<file path="src/include/boot_rom_image.svh">
`ifndef BOOT_ROM_IMAGE_SVH
`define BOOT_ROM_IMAGE_SVH

// boot image, included inside boot_rom
// clears a few registers, sets up sp and jumps to the start of program ram

localparam int boot_image_len = 16;           // words actually in the image

localparam logic [imem_pkg::data_w-1:0] boot_image [boot_image_len] = '{
   32'h0000_0093,                             // addi x1, x0, 0
   32'h0000_0113,                             // addi x2, x0, 0
   32'h0000_0193,                             // addi x3, x0, 0
   32'h0000_0213,                             // addi x4, x0, 0
   32'h0000_0293,                             // addi x5, x0, 0
   32'h0000_0313,                             // addi x6, x0, 0
   32'h0000_0393,                             // addi x7, x0, 0
   32'h0000_0413,                             // addi x8, x0, 0
   32'h0000_4137,                             // lui sp, 0x4 puts the stack top at 0x4000
   32'h0000_22b7,                             // lui t0, 0x2 loads the program ram base
   32'h0002_8067,                             // jalr x0, 0(t0)
   32'h0000_006f,                             // jal x0, 0 parks here if the jump returns
   32'h0010_0073,                             // ebreak
   32'h3020_0073,                             // mret
   32'h1050_0073,                             // wfi
   32'hffdf_f06f                              // jal x0, -4 loops back to wfi
};

`endif

</file>
<file path="src/rtl/imem_pkg.sv">
`default_nettype none

// shared address map, enums and port structs of the instruction memory
package imem_pkg;

   // address map
   localparam int addr_w      = 14;           // fetch byte address width
   localparam int data_w      = 32;           // one instruction word
   localparam int rom_words   = 128;          // boot rom depth
   localparam int ram_words   = 2048;         // program ram depth
   localparam int ram_sel_bit = 13;           // byte address bit picking rom or ram

   // returned for rom indexes past the end of the boot image
   localparam logic [data_w-1:0] nop_word = 32'h0000_0013; // addi x0, x0, 0

   // which memory a fetch goes to
   typedef enum logic {
      region_rom = 1'b0,                      // bit 13 low
      region_ram = 1'b1                       // bit 13 high
   } region_e;

   // four-phase write handshake on the loader port
   typedef enum logic {
      wr_idle  = 1'b0,                        // waiting for req
      wr_acked = 1'b1                         // word written, ack held until req drops
   } wr_state_e;

   // fetch request from the core
   typedef struct packed {
      logic              req;                 // accepted on every edge where high
      logic [addr_w-1:0] addr;                // byte address, bits 1:0 ignored
   } fetch_req_t;

   // fetch response back to the core
   typedef struct packed {
      logic              gnt;                 // always granted
      logic              rvalid;              // one cycle after req
      logic [data_w-1:0] rdata;               // word paired with rvalid
   } fetch_rsp_t;

   // loader write port, whole words only
   typedef struct packed {
      logic                         req;      // held high until ack
      logic [$clog2(ram_words)-1:0] addr;     // word address into the ram
      logic [data_w-1:0]            data;     // stable while req is high
   } ram_wr_t;

endpackage

`default_nettype wire

</file>
<file path="src/rtl/boot_rom.sv">
`timescale 1ns/1ps
`default_nettype none

// boot rom with a registered read word
// only byte address bits 8:2 decode, so bits 12:9 alias onto the same 128 words
module boot_rom (
   input  logic                          clk_i,
   input  imem_pkg::fetch_req_t          fetch_i,   // shared fetch request
   output logic [imem_pkg::data_w-1:0]   rdata_o    // word of the last accepted fetch
);

`include "boot_rom_image.svh"

   logic [$clog2(imem_pkg::rom_words)-1:0] word_idx;   // 7 bit word index
   logic                                   in_image;   // index falls inside the table
   logic [imem_pkg::data_w-1:0]            rom_word;   // combinational lookup result

   // word index from bits 8:2, byte offset dropped
   assign word_idx = fetch_i.addr[$clog2(imem_pkg::rom_words)+1:2];

   // the image is shorter than the rom, the rest reads as nop
   assign in_image = (int'(word_idx) < boot_image_len);

   always_comb begin
      rom_word = imem_pkg::nop_word;                      // default for the empty tail
      if (in_image) begin
         rom_word = boot_image[word_idx[$clog2(boot_image_len)-1:0]];
      end
   end

   // read register, loads only on an accepted fetch
   // holds the previous word otherwise so the mux sees a stable value
   always_ff @(posedge clk_i) begin
      if (fetch_i.req) begin
         rdata_o <= rom_word;
      end
   end

endmodule

`default_nettype wire

</file>
<file path="config.mk">
export PLATFORM = sky130hd
export DESIGN_NAME = boot_rom
export DESIGN_NICKNAME = d
export VERILOG_FILES = /design/src/rtl/imem_pkg.sv /design/src/rtl/boot_rom.sv
export VERILOG_INCLUDE_DIRS = /design/src /design/src/include
export SDC_FILE = /design/constraint.sdc
export NUM_CORES = 1
export LEC_CHECK = 0
export BUFFER_PORTS_ARGS = -buffer_cell sky130_fd_sc_hd__buf_2
export CORE_ASPECT_RATIO = 1.25
export CORE_MARGIN = 10
export CORE_UTILIZATION = 45
export DETAILED_ROUTE_END_ITERATION = 16
export GPL_TIMING_DRIVEN = 0
export HOLD_SLACK_MARGIN = 0.02
export PLACE_DENSITY = 0.85
export SYNTH_ARGS = -nofsm -noshare
export SYNTH_HDL_FRONTEND = slang
export SYNTH_SLANG_ARGS = --single-unit
</file>
<file path="constraint.sdc">
create_clock -name clk_i -period 1.4 [get_ports clk_i]
set_input_delay 0.07 -clock clk_i [delete_from_list [all_inputs] [get_ports clk_i]]
set_output_delay 0.07 -clock clk_i [all_outputs]
set_load 0.005 [all_outputs]
</file>
==> results.txt <==
The leakage power is 0.546 nW. The placed instances occupy a cell area of 1210 um^2. The die is 62.1 um wide.

The number of instances in the synthesized netlist is 79. The length of routed met2 wiring came out at 974 um. In this run the tool buffered the top-level ports with 35 buffer cells. The final antenna-violating net count is 0. The topmost layer with routed signal wires is met4. The total inserted antenna cells came out at 0. The largest registers in the layout are rdata_o (18). The post-route setup TNS came out at 0 ns. The clock passes through at most 2 buffers. The register with the most flip-flops in the final layout is rdata_o. The detailed router finished its first iteration with 13 violations. The final hold violation count was 0. The proportion of total power due to net switching is 23.1%. The number of global-route vias before repair is 645. The clock share of power came out at 23.6%. The finished layout cell area is 1240 um^2. The mapped netlist covers 995 um^2. The number of fillers in the final layout is 188.

The flop and latch count out of synthesis is 18. The peak clock frequency supported by timing is 847 MHz. The count of instances resized after the clock tree is built came out at 0. The worst setup path is of the reg2out kind. The largest net degree at the start of global routing came out at 19.

The maximum single-stage delay on the critical path came out at 0.53 ns. The net load switching power is 244 uW. The global-route wire length before repair came out at 2900 um. The die height is 72.6 um. Setup repair after global routing left no endpoint under its margin. The total of endpoints with negative setup slack in the final report came out at 0.

The synthesized design devotes to its leading area cell type 54.3% of total area. For the worst setup path, the data required time is 1.33 ns. The placeable core area is 2160 um^2. The global placer's final weighted congestion is 0.856.

The share of power burned in registers is 60.1%. The register with the most flip-flops in the layout has 18 of them. Buffers added to address setup during post-CTS repair amount to 0. The top-level port count is 48. The synthesized design spends more area on one cell type than any other, namely sky130_fd_sc_hd__edfxtp_1.

The total global-route track usage came out at 8.37%. Clock tree synthesis found a total of 18 sinks. The maximum fanout along the worst path came out at 11. For this design the ratio of total power to cell area is 852 nW/um^2.

The warning count from the yosys run is 0. Synthesis instantiated 24 different standard cells from the library. The number of vias in the routed layout came out at 671. Buffers inserted to repair hold after CTS numbered 0. The number of buffers added by the clock tree synthesis step came out at 3.

The HPWL after detailed placement is 1620 um. The starting utilization of the core area is 46.0%. The initial antenna violation count was 0. The die covers 4500 um^2.

In the post-synthesis netlist, the biggest area contributors are sky130_fd_sc_hd__edfxtp_1 54%, sky130_fd_sc_hd__buf_4 11%, sky130_fd_sc_hd__ha_1 8.8%. The post-layout net count came out at 143. STA classifies the critical path startpoint as a flip-flop. The residual overflow from global routing is 0. The number of detailed-route iterations in the first pass came out at 4. VDD sags by at most 0.378 mV.

In the routed design, unresolved DRC markers number 0. The internal cell power came out at 812 uW. The slowest library cell on the worst path is sky130_fd_sc_hd__edfxtp_1.

The combinational power share came out at 16.3%. The root buffer cell chosen for the clock tree is sky130_fd_sc_hd__clkbuf_4. The count of pins over their slew limit came out at 0. The portion of the post-synthesis area used by sequential elements came out at 54.3%. The fraction of layout instances using a drive strength above 1 came out at 53.8%. The max-capacitance violation count came out at 0. After floorplanning, the core was divided into 19 placement rows. The class of the most critical hold timing path is in2reg.

The kind of cell with the highest combined delay along the critical path is flip-flops. After detailed routing, the average wire length per cell comes to 13.1 um. The met3 layer wire length in the routed design is 203 um. The number of buffers and inverters on the critical path is 2.

The vias per cell came out at 4.47. The shortest clock period the worst path allows after layout is 1.18 ns. The maximum level of the CTS H-tree is 1.

The average instance in the mapped netlist occupies 12.6 um^2. The total wire length came out at 1960 um. The detailed-routing wirelength on met1 came out at 748 um.

At the worst endpoint, the arrival time is 1.11 ns. The flow ran to the end, and the final reports show no timing, DRC or antenna violations. The CTS tree is yes. STA classifies the critical path endpoint as an output port. Relative to the synthesized area, the layout overhead comes to 24.5%. The final period utilization is 84.4%.

Traced cell by cell, the critical path runs through buf_4 > buf_2. The clock slew seen by the registers of the worst setup and hold paths is 0.09 ns.
## synthesized netlist by cell type (all sizes together)
master and number:
nand2b 4, mux2 1, mux2i 1, nand2 3, conb 2, buf 16, or3 1, nor2 3
nor3 4, clkbuf 1, o21a 1, ha 7, nor2b 1, edfxtp 18, nor4 1, inv 5
a211oi 2, or4b 1, nand3b 1, a21oi 6
## stage by stage
step	setup WS, ns	std cells	util, %	hold WS (ns)	power [mW]
finish	0.219	150	57.3	0.145	1.06
global route	0.169	150	57.3	0.148	1.10
CTS	0.197	150	57.3	0.139	1.06
detailed placement	0.194	146	56.0	0.436	0.821
global placement	0.253	146	56.0	0.434	0.813
floorplan	0.340	80	-	0.182	0.737
## final cells by class
class	instances	area, um^2	area share, %
Timing Repair Buffer	35	175	14.1
Multi-Input combinational cell	40	312	25.2
Tap cell	31	38.8	3.13
Clock buffer	3	22.5	1.82
Inverter	5	18.8	1.52
Sequential cell	18	541	43.6
Clock inverter	1	3.75	0.303
Buffer	17	128	10.3
## worst paths after layout
| kind | startpoint | end | slack (ns) | cells past startpoint |
|---|---|---|---|---|
| worst max-delay path | rdata_o[30] | rdata_o[25] | 0.22 | 2 |
| worst min-delay path | fetch_i[5] | rdata_o[10] | 0.15 | 2 |
## cell usage in the layout, fill, tap and decap left out
cell                       count
sky130_fd_sc_hd__a211oi_1      2
sky130_fd_sc_hd__a21oi_1       1
sky130_fd_sc_hd__a21oi_2       5
sky130_fd_sc_hd__buf_2        35
sky130_fd_sc_hd__buf_4        15
sky130_fd_sc_hd__buf_6         1
sky130_fd_sc_hd__clkbuf_1      1
sky130_fd_sc_hd__clkbuf_4      3
sky130_fd_sc_hd__clkinv_1      1
sky130_fd_sc_hd__conb_1        3
sky130_fd_sc_hd__edfxtp_1     18
sky130_fd_sc_hd__ha_1          7
sky130_fd_sc_hd__inv_1         5
sky130_fd_sc_hd__mux2_2        1
sky130_fd_sc_hd__mux2i_1       1
sky130_fd_sc_hd__nand2_1       3
sky130_fd_sc_hd__nand2b_1      4
sky130_fd_sc_hd__nand3b_1      1
sky130_fd_sc_hd__nor2_1        2
sky130_fd_sc_hd__nor2_2        1
sky130_fd_sc_hd__nor2b_1       1
sky130_fd_sc_hd__nor3_1        2
sky130_fd_sc_hd__nor3_2        2
sky130_fd_sc_hd__nor4_1        1
sky130_fd_sc_hd__o21a_1        1
sky130_fd_sc_hd__or3_1         1
sky130_fd_sc_hd__or4b_4        1
## power by group through the flow
stage | Clock, mW | Sequential, mW | Combinational [mW]
after floorplan | 0 | 0.652 | 0.0842
after global placement | 0 | 0.645 | 0.168
after detailed placement | 0 | 0.647 | 0.174
after CTS | 0.254 | 0.634 | 0.175
after global routing | 0.271 | 0.638 | 0.191
final | 0.249 | 0.634 | 0.172
## layer usage
layer / GRT usage (%) / up-vias
met5: 0 / -
met4: 4.48 / 0
met3: 1.75 / 2
met2: 15.2 / 28
met1: 8.42 / 308
li1: - / 333
## logic make-up (layout without fill, tap and decap cells)
kind of cell / Yosys count / in the layout / share of synthesized area [%]
flip-flops: 18 / 18 / 54.3
multiplexers: 2 / 2 / 2.14
AND/OR/NAND/NOR: 19 / 19 / 12.1
AO/OA/AOI/OAI: 9 / 9 / 7.17
buffers and inverters: 22 / 61 / 14.7
adder cells (fa/ha/maj): 7 / 7 / 8.80
other: 2 / 3 / 0.755
(Power assumes the default switching activity.)
