===== src/include/boot_rom_image.svh =====
`ifndef BOOT_ROM_IMAGE_SVH
`define BOOT_ROM_IMAGE_SVH

// boot image, included inside boot_rom
// clears a few registers, sets up sp and jumps to the start of program ram

localparam int boot_image_len = 16;           // words actually in the image

localparam logic [imem_pkg::data_w-1:0] boot_image [boot_image_len] = '{
   32'h0000_0093,                             // addi x1, x0, 0
   32'h0000_0113,                             // addi x2, x0, 0
   32'h0000_0193,                             // addi x3, x0, 0
   32'h0000_0213,                             // addi x4, x0, 0
   32'h0000_0293,                             // addi x5, x0, 0
   32'h0000_0313,                             // addi x6, x0, 0
   32'h0000_0393,                             // addi x7, x0, 0
   32'h0000_0413,                             // addi x8, x0, 0
   32'h0000_4137,                             // lui sp, 0x4 puts the stack top at 0x4000
   32'h0000_22b7,                             // lui t0, 0x2 loads the program ram base
   32'h0002_8067,                             // jalr x0, 0(t0)
   32'h0000_006f,                             // jal x0, 0 parks here if the jump returns
   32'h0010_0073,                             // ebreak
   32'h3020_0073,                             // mret
   32'h1050_0073,                             // wfi
   32'hffdf_f06f                              // jal x0, -4 loops back to wfi
};

`endif


===== src/rtl/imem_pkg.sv =====
`default_nettype none

// shared address map, enums and port structs of the instruction memory
package imem_pkg;

   // address map
   localparam int addr_w      = 14;           // fetch byte address width
   localparam int data_w      = 32;           // one instruction word
   localparam int rom_words   = 128;          // boot rom depth
   localparam int ram_words   = 2048;         // program ram depth
   localparam int ram_sel_bit = 13;           // byte address bit picking rom or ram

   // returned for rom indexes past the end of the boot image
   localparam logic [data_w-1:0] nop_word = 32'h0000_0013; // addi x0, x0, 0

   // which memory a fetch goes to
   typedef enum logic {
      region_rom = 1'b0,                      // bit 13 low
      region_ram = 1'b1                       // bit 13 high
   } region_e;

   // four-phase write handshake on the loader port
   typedef enum logic {
      wr_idle  = 1'b0,                        // waiting for req
      wr_acked = 1'b1                         // word written, ack held until req drops
   } wr_state_e;

   // fetch request from the core
   typedef struct packed {
      logic              req;                 // accepted on every edge where high
      logic [addr_w-1:0] addr;                // byte address, bits 1:0 ignored
   } fetch_req_t;

   // fetch response back to the core
   typedef struct packed {
      logic              gnt;                 // always granted
      logic              rvalid;              // one cycle after req
      logic [data_w-1:0] rdata;               // word paired with rvalid
   } fetch_rsp_t;

   // loader write port, whole words only
   typedef struct packed {
      logic                         req;      // held high until ack
      logic [$clog2(ram_words)-1:0] addr;     // word address into the ram
      logic [data_w-1:0]            data;     // stable while req is high
   } ram_wr_t;

endpackage

`default_nettype wire


===== src/rtl/fetch_resp_mux.sv =====
`timescale 1ns/1ps
`default_nettype none

// forms the fetch response from the two registered read words
// region and valid are registered alongside the memories so the response
// always lines up with the fetch that caused it, even back to back
module fetch_resp_mux (
   input  logic                          clk_i,
   input  logic                          rst_n_i,
   input  logic                          req_i,       // fetch req, accepted every high edge
   input  imem_pkg::region_e             region_i,    // decoded region of this fetch
   input  logic [imem_pkg::data_w-1:0]   rom_data_i,  // registered boot rom word
   input  logic [imem_pkg::data_w-1:0]   ram_data_i,  // registered program ram word
   output imem_pkg::fetch_rsp_t          rsp_o        // response to the core
);

   logic              valid_q;    // req delayed by one cycle
   imem_pkg::region_e region_q;   // region of the fetch now on the outputs

   always_ff @(posedge clk_i) begin
      if (!rst_n_i) begin
         valid_q  <= 1'b0;
         region_q <= imem_pkg::region_rom;
      end else begin
         valid_q <= req_i;                        // rvalid exactly one cycle later
         if (req_i) begin
            region_q <= region_i;                 // same edge the memories load
         end
      end
   end

   assign rsp_o.gnt    = 1'b1;                    // no stalls on the fetch port
   assign rsp_o.rvalid = valid_q;

   // pick the side the registered region names, no extra latency here
   always_comb begin
      if (region_q == imem_pkg::region_ram) begin
         rsp_o.rdata = ram_data_i;
      end else begin
         rsp_o.rdata = rom_data_i;
      end
   end

endmodule

`default_nettype wire


===== config.mk =====
export PLATFORM = sky130hd
export DESIGN_NAME = fetch_resp_mux
export DESIGN_NICKNAME = d
export VERILOG_FILES = /design/src/include/boot_rom_image.svh /design/src/rtl/imem_pkg.sv /design/src/rtl/fetch_resp_mux.sv
export SDC_FILE = /design/constraint.sdc
export NUM_CORES = 1
export LEC_CHECK = 0
export BUFFER_PORTS_ARGS = -buffer_cell sky130_fd_sc_hd__buf_2
export CORE_UTILIZATION = 30
export CTS_CLUSTER_DIAMETER = 80
export DETAILED_ROUTE_END_ITERATION = 6
export PLACE_DENSITY = 0.85
export SLEW_MARGIN = 20
export SYNTH_ARGS = -nofsm -noshare
export SYNTH_HDL_FRONTEND = slang
export SYNTH_SLANG_ARGS = --single-unit

===== constraint.sdc =====
create_clock -name clk_i -period 1.81 [get_ports clk_i]
set_clock_uncertainty 0.2 [all_clocks]
set_input_delay 0.181 -clock clk_i [delete_from_list [all_inputs] [get_ports clk_i]]
set_output_delay 0.181 -clock clk_i [all_outputs]
set_load 0.005 [all_outputs]

==> flow_summary_export.csv, run 1 <==
group,metric,value,unit
worst_setup_path,crit_fanout,33,
synthesis,ys_types,10,
power_and_ir_drop,pwr_density_cell,372.8,nW/µm²
grt,grt_max_degree,34,
placement,hpwl,1611,µm
power_and_ir_drop,p_leak,0.6814,nW
route,wl,1937,µm
power_and_ir_drop,pwr-share-seq,11.4,%
synthesis,synth-simple-area-share,2.000,%
worst_setup_path,required,1.43,ns
grt,grt_pass1_wl,2594,µm
cts,cts_setup_buffers,0,
cts,root_buffer,"clkbuf_4",
floorplanning,coreArea,1962,µm²
timing,fin_tns_setup,0,ns
synthesis,yosysWarnings,0,
timing,post-route-period-util,92.09,%
synthesis,syn_area_per_cell,14.22,µm²
final_layout,drive_gt1_share,95.14,%
floorplanning,pin_count,102,
hold_path,min_path_type,"in -> reg",
power_and_ir_drop,intPower,0.0003026,W
floorplanning,die_h,47.67,µm
cts,cts_tree,"built",
final_layout,areaGrowthSynthToFinish,81.80,%
synthesis,synth_compound_area_share,0,%
power_and_ir_drop,pwr-share-clk,26.3,%
cts,clockBufferDepth,2,
synthesis,seq_area_frac_synth,6.400,%
route,via_count,751,
power_and_ir_drop,switching_share,28.65,%
run,maxCapViolations,0,
final_layout,fillers,181,
synthesis,synth-seq-cells,2,
placement,globalplace.congestion,0.6568,
timing,clock.fmax,0.5999,GHz
worst_setup_path,crit_path_start_kind,"register",
power_and_ir_drop,ir_drop,0.0004322,V
placement,placed_cells,166,
cts,worstSkewPairLatency,0.23,ns
synthesis,synthXorXnorAreaFrac,0,%
route,drtPass1Iterations,3,
cts,cts_buffers,3,
floorplanning,die_w,47.67,µm
cts,cts_sinks,2,
synthesis,synth_nets,112,
route,antenna_left,0,
worst_setup_path,cp.arrival,1.29,ns
power_and_ir_drop,pwr-share-comb,62.3,%
route,drc_errors,0,
placement,io_buffers,100,
grt,overflow,0,
synthesis,synth.area.mux_share,77.20,%
final_layout,fin_cells,171,
timing,grt_setup_unrepaired,"false",
floorplanning,start_util,31.89,%
status,status,"complete, no violations",
worst_setup_path,critPathKind,"reg -> out",
final_layout,diodes,0,
timing,hold_violations,0,
route,drt_iter0_markers,4,
route,wl_per_cell,11.33,µm
timing,setup_viol,0,
cts,path_clk_slew,0.03,ns
timing,hold_ws,0.01594,ns
timing,slew_violations,0,
route,avgViaCountPerCell,4.392,
floorplanning,rows,16,
grt,grt_pass1_vias,650,
worst_setup_path,end_kind,"output port",
synthesis,synth_top_family_by_area,"multiplexers",
grt,grt.total_usage,16.89,%
power_and_ir_drop,net-switching-power,0.0001215,W
timing,post-route-min-period,1.667,ns
synthesis,netlist_area,625.6,µm²
synthesis,synthAdderAreaFrac,0,%
synthesis,syn_inst,44,
floorplanning,design.die.area,2272,µm²
grt,antenna_found_initial,0,
final_layout,nets,214,
cts,htreeDepth,1,
registers in the layout (all words and copies together) (netlist names):
signal / count
region_q: 1
valid_q: 1
power groups by stage:
stage               clock, W  combinational [W]  sequential (W)
global route        0.000126           0.000290       0.0000485
floorplan                  0           0.000150       0.0000482
detailed placement         0           0.000263       0.0000491
CTS                 0.000114           0.000267       0.0000485
finish              0.000111           0.000264       0.0000484
global placement           0           0.000256       0.0000490
what timing repair did:
item	4_1_cts	5_1_grt
gates resized for setup	0	0
hold endpoints to repair	2	0
hold buffers	2	0
worst max-delay path, cell delays in order, from the launching register on:
cell and delay (ns):
dfxtp_2 0.33, buf_12 0.24, mux2_2 0.36, buf_2 0.12
layout make-up:
type | count | area, µm² | area share [%]
flip-flops and latches | 2 | 41.29 | 3.630
repair buffers | 103 | 540.5 | 47.52
multi-input cells | 36 | 499.2 | 43.89
well taps | 27 | 33.78 | 2.970
clock buffers | 3 | 22.52 | 1.980
cells in the mapped netlist (all sizes together):
cell type	instances	share of area (%)
nor2b	1	1.0
buf	6	14
dfxtp	2	6.4
mux2	32	76
conb	1	0.60
mux2i	1	1.6
and2	1	1.0
path summary, 6_finish.rpt:
kind | slack (ns) | cells past startpoint | to | startpoint
worst min register to register | 0.56 | 3 | region_q | region_q
worst max-delay path | 0.14 | 3 | rsp_o[29] | region_q
worst max register to register | 0.75 | 3 | region_q | region_q
worst min-delay path | 0.02 | 3 | region_q | region_i
stage by stage:
step           setup slack [ns]   power, W  instance area (µm²)  util [%]
2_1_floorplan            0.5541  0.0001984                625.6         -
3_3_place_gp             0.3955  0.0003050                 1095     55.80
3_5_place_dp             0.3830  0.0003124                 1095     55.80
4_1_cts                  0.1267  0.0004300                 1137     57.97
5_1_grt                 0.08652  0.0004644                 1137     57.97
6_report                 0.1431  0.0004241                 1137     57.97
kinds of logic after synthesis:
kind of cell / count (synthesis)
simple gates: 2
mux: 33
flops: 2
other cells: 1
buf+inv: 6
layout by cell type (no fill, tap or decap), drive strengths merged:
master       netlist  routed
buf                6     101
mux2              32      32
clkbuf             0       3
dlygate4sd3        0       2
dfxtp              2       2
mux2i              1       1
nor2b              1       1
and2               1       1
conb               1       1
metal layers:
layer  track usage (%)  part of all wire, %
met1             16.11                   33
met2             31.23                   57
met5                 0                    0
met4             13.33                  2.7
met3             3.396                  7.2
(Power assumes the default switching activity.)
==> run 2: changes to the inputs <==
Settings changed: REMOVE_ABC_BUFFERS set to 1.
==> flow_summary_export.csv, run 2 (synthesized netlist as in run 1, its figures left out) <==
group,metric,value,unit
grt,grt.total_usage,11.86,%
timing,grt_setup_unrepaired,"false",
timing,post-route-min-period,1.657,ns
worst_setup_path,required,1.43,ns
cts,cts_tree,"built",
final_layout,drive_gt1_share,95.14,%
power_and_ir_drop,finalPower,0.0004077,W
floorplanning,rows,16,
grt,grt_pass1_vias,498,
worst_setup_path,cp.arrival,1.28,ns
grt,overflow,0,
power_and_ir_drop,pwr_density_cell,358.4,nW/µm²
power_and_ir_drop,ir_drop,0.0003674,V
worst_setup_path,cpMaxStageDelayCell,"mux2_2",
timing,fin_ws,0.1534,ns
route,avgViaCountPerCell,4.287,
cts,htreeDepth,1,
grt,antenna_found_initial,0,
cts,cts_resized,0,
placement,place_ws,0.3768,ns
floorplanning,design.die.area,2272,µm²
cts,cts_setup_buffers,0,
route,wl,1727,µm
route,antenna_left,0,
timing,slew_violations,0,
worst_setup_path,end_kind,"output port",
final_layout,layout_commonest_cell,"buf_2",
worst_setup_path,max_stage_delay,0.36,ns
final_layout,layout_common_cells,"buf_2 (100), mux2_4 (30), clkbuf_4 (3)",
grt,grt_pass1_wl,1856,µm
power_and_ir_drop,p_leak,0.6814,nW
timing,post-route-period-util,91.52,%
final_layout,top_regs,"region_q (1), valid_q (1)",
cts,clockBufferDepth,2,
hold_path,min_path_type,"in -> reg",
cts,cts_sinks,2,
timing,hold_violations,0,
route,wl_per_cell,10.10,µm
final_layout,diodes,0,
worst_setup_path,crit_path_start_kind,"register",
worst_setup_path,critPathKind,"reg -> out",
worst_setup_path,crit_fanout,33,
placement,hpwl,1436,µm
placement,placed_cells,166,
timing,setup_viol,0,
placement,io_buffers,100,
floorplanning,die_h,47.67,µm
cts,root_buffer,"clkbuf_4",
cts,cts_buffers,3,
route,drtPass1Iterations,4,
final_layout,fillers,191,
floorplanning,start_util,31.89,%
placement,globalplace.congestion,0.6824,
run,maxCapViolations,0,
final_layout,areaGrowthSynthToFinish,81.80,%
floorplanning,coreArea,1962,µm²
floorplanning,die_w,47.67,µm
worst_setup_path,r2r_slack,0.76,ns
timing,clock.fmax,0.6037,GHz
final_layout,nets,214,
status,status,"complete, no violations",
grt,grt_max_degree,34,
timing,fin_tns_setup,0,ns
route,drt_iter0_markers,5,
floorplanning,pin_count,102,
final_layout,fin_cells,171,
route,drc_errors,0,
cts,path_clk_slew,0.03,ns
cts,worstSkewPairLatency,0.22,ns
route,via_count,733,
worst_setup_path,cp_cell_sequence,"buf_12 > mux2_2 > buf_2",
[run 2: routing by layer]
| metal | share of wire (%) | vias to the layer above | global-route usage (%) |
|---|---|---|---|
| met5 | 0 | - | 0 |
| met1 | 34 | 312 | 9.800 |
| met2 | 51 | 63 | 24.11 |
| li1 | - | 358 | - |
| met3 | 15 | 0 | 6.038 |
| met4 | 0 | 0 | 3.333 |
[run 2: layout make-up]
cell class                 instances  area, µm²  share of cell area [%]
sequential                         2      41.29                   3.630
tap                               27      33.78                   2.970
timing repair buffer             103      540.5                   47.52
multi-input combinational         36      499.2                   43.89
clock buffer                       3      22.52                   1.980
[run 2: repair_timing]
item | in CTS | in global routing
endpoints found under the hold margin | 2 | 0
endpoints found under the setup margin | 0 | 0
hold buffers | 2 | 0
[run 2: critical path, delay by kind of cell, from the launching register on]
| family | cells | cell delay (ns) |
|---|---|---|
| buf+inv | 2 | 0.36 |
| flops | 1 | 0.33 |
| mux | 1 | 0.36 |
[run 2: per-stage QoR]
stage	area, µm²	hold slack [ns]	utilization [%]
4_1_cts	1137	0.03286	57.97
5_1_grt	1137	0.02901	57.97
2_1_floorplan	539.3	0.1027	-
6_report	1137	0.02933	57.97
3_5_place_dp	1095	0.2088	55.80
3_3_place_gp	1095	0.1979	55.80
[run 2: report_power, final]
part / leakage, nW / switching (W) / internal, W
Clock: 0.0138 / 0.0000238 / 0.0000730
Sequential: 0.0169 / 0.00000123 / 0.0000472
Combinational: 0.651 / 0.0000813 / 0.000181
Total: 0.681 / 0.000106 / 0.000301
[run 2: path summary, 6_finish.rpt]
kind	startpoint	endpoint	cells past startpoint
setup / recovery	region_q	rsp_o[29]	3
hold / removal	region_i	region_q	3
setup reg to reg	region_q	region_q	3
hold reg to reg	region_q	region_q	3
==> run 3: changes to the inputs <==
Settings changed: ABC_AREA set to 1.
==> flow_summary_export.csv, run 3 <==
group,metric,value,unit
timing,post-route-period-util,85.91,%
floorplanning,die_w,47.94,µm
synthesis,ys.flop_type,"dfxtp_1",
route,drtPass1Iterations,2,
grt,overflow,0,
synthesis,ys_types,11,
worst_setup_path,cpMaxStageDelayCell,"dlygate4sd3_1",
route,wl_per_cell,7.029,µm
route,top_layer,"met3",
grt,grt_max_degree,66,
final_layout,stdcell_area,1144,µm²
grt,grt_pass1_wl,2104,µm
worst_setup_path,crit_top_cell,"dlygate4sd3_1",
floorplanning,start_util,31.94,%
synthesis,async_flop_share,0,%
route,met1_length,627,µm
route,antenna_left,0,
cts,cts_sinks,2,
floorplanning,rows,16,
worst_setup_path,required,1.73,ns
route,via_count,961,
final_layout,drive_gt1_share,58.96,%
worst_setup_path,crit_fanout,2,
synthesis,synth-seq-cells,2,
cts,htreeDepth,1,
worst_setup_path,cp.arrival,1.47,ns
cts,path_clk_slew,0.03,ns
grt,grt_pass1_vias,613,
worst_setup_path,crit_path_start_kind,"input port",
synthesis,syn_area_per_cell,5.505,µm²
timing,setup_viol,0,
timing,clock.fmax,0.6431,GHz
synthesis,seq_area_frac_synth,6.324,%
cts,cts_buffers,3,
power_and_ir_drop,ir_drop,0.0002942,V
route,avgViaCountPerCell,4.021,
final_layout,top_regs,"region_q (1), valid_q (1)",
timing,hold_ws,0.01711,ns
final_layout,areaGrowthSynthToFinish,80.63,%
final_layout,nets,282,
timing,grt_setup_unrepaired,"false",
timing,fin_ws,0.2550,ns
grt,grt.total_usage,12.39,%
floorplanning,design.die.area,2298,µm²
synthesis,synth_top_area_cell,"o21ai_2",
placement,placed_area,1101,µm²
worst_setup_path,critPathKind,"in -> reg",
worst_setup_path,end_kind,"register",
status,status,"complete, no violations",
timing,post-route-min-period,1.555,ns
final_layout,layout_commonest_cell,"buf_2",
timing,slew_violations,0,
route,wl,1680,µm
synthesis,synth_top_area_share,27.67,%
timing,hold_violations,0,
placement,place_ws,0.5199,ns
route,drt_iter0_markers,1,
run,maxCapViolations,0,
power_and_ir_drop,p_leak,0.7543,nW
floorplanning,die_h,47.94,µm
synthesis,synth_area_leaders,"o21ai_2 (28%), nand2_1 (21%), inv_1 (20%)",
placement,io_buffers,100,
final_layout,diodes,0,
placement,hpwl,1372,µm
route,met2_length,807,µm
synthesis,yosysWarnings,0,
synthesis,syn_inst,115,
route,wl_met3,246,µm
hold_path,min_path_type,"in -> reg",
placement,globalplace.congestion,0.6696,
grt,antenna_found_initial,0,
cts,worstSkewPairLatency,0.22,ns
worst_setup_path,max_stage_delay,0.54,ns
floorplanning,coreArea,1982,µm²
worst_setup_path,cp_cell_sequence,"dlygate4sd3_1 > buf_2 > nand2_1 > dlygate4sd3_1 > inv_1",
synthesis,synth_edf_count,0,
power_and_ir_drop,pwr_density_cell,353.1,nW/µm²
power_and_ir_drop,finalPower,0.0004039,W
timing,fin_tns_setup,0,ns
synthesis,synth.top_cells.by_count,"nand2_1 (35), inv_1 (34), o21ai_2 (20)",
cts,clockBufferDepth,2,
synthesis,netlist_area,633.1,µm²
cts,root_buffer,"clkbuf_4",
cts,cts_tree,"built",
synthesis,yosysMostFrequentCell,"nand2_1",
route,drc_errors,0,
final_layout,layout_common_cells,"buf_2 (100), nand2_1 (35), inv_1 (34)",
floorplanning,pin_count,102,
run 3: stage by stage:
| step | std cells | utilization (%) |
|---|---|---|
| global placement | 234 | 55.56 |
| global route | 239 | 57.70 |
| CTS | 239 | 57.70 |
| floorplan | 106 | - |
| detailed placement | 234 | 55.56 |
| finish | 239 | 57.70 |
run 3: critical path: cells and delay by family:
family | cells | cell delay [ns]
and+or+nand+nor | 1 | 0.05
buffers and inverters | 4 | 1.25
run 3: per-layer routing:
layer | vias to the layer above | global-route usage, %
li1 | 536 | -
met1 | 367 | 14.13
met2 | 58 | 24.05
met3 | 0 | 2.264
met4 | 0 | 1.667
met5 | - | 0
run 3: what timing repair did:
action,4_1_cts,5_1_grt
gates resized for setup,0,0
hold buffers,2,0
hold endpoints to repair,2,0
buffers inserted,0,0
run 3: logic make-up after synthesis:
logic type / share of synthesized area [%]
AOI/OAI and AO/OA: 37.15
buffers and inverters: 33.99
DFF: 6.324
other: 0.5923
and+or+nand+nor: 21.94
run 3: final cells by class:
cell class	count	area (µm²)
fillers	215	838.3
repair buffers	103	540.5
multi-input cells	70	377.9
inverters	34	127.6
flip-flops and latches	2	41.29
well taps	27	33.78
clock buffers	3	22.52
run 3: worst paths after layout:
check             startpoint  endpoint  slack (ns)  depth (start not counted)
setup reg to reg    region_q  region_q        0.77                          3
hold / removal         req_i  region_q        0.02                          3
setup / recovery     rst_n_i   valid_q        0.26                          5
hold reg to reg     region_q  region_q        0.53                          3
run 3: power breakdown:
part	switching, W	internal, W	total, W
clock	0.0000251	0.0000732	0.0000983
sequential	0.00000137	0.0000475	0.0000489
combinational	0.000115	0.000142	0.000257
total	0.000141	0.000262	0.000404
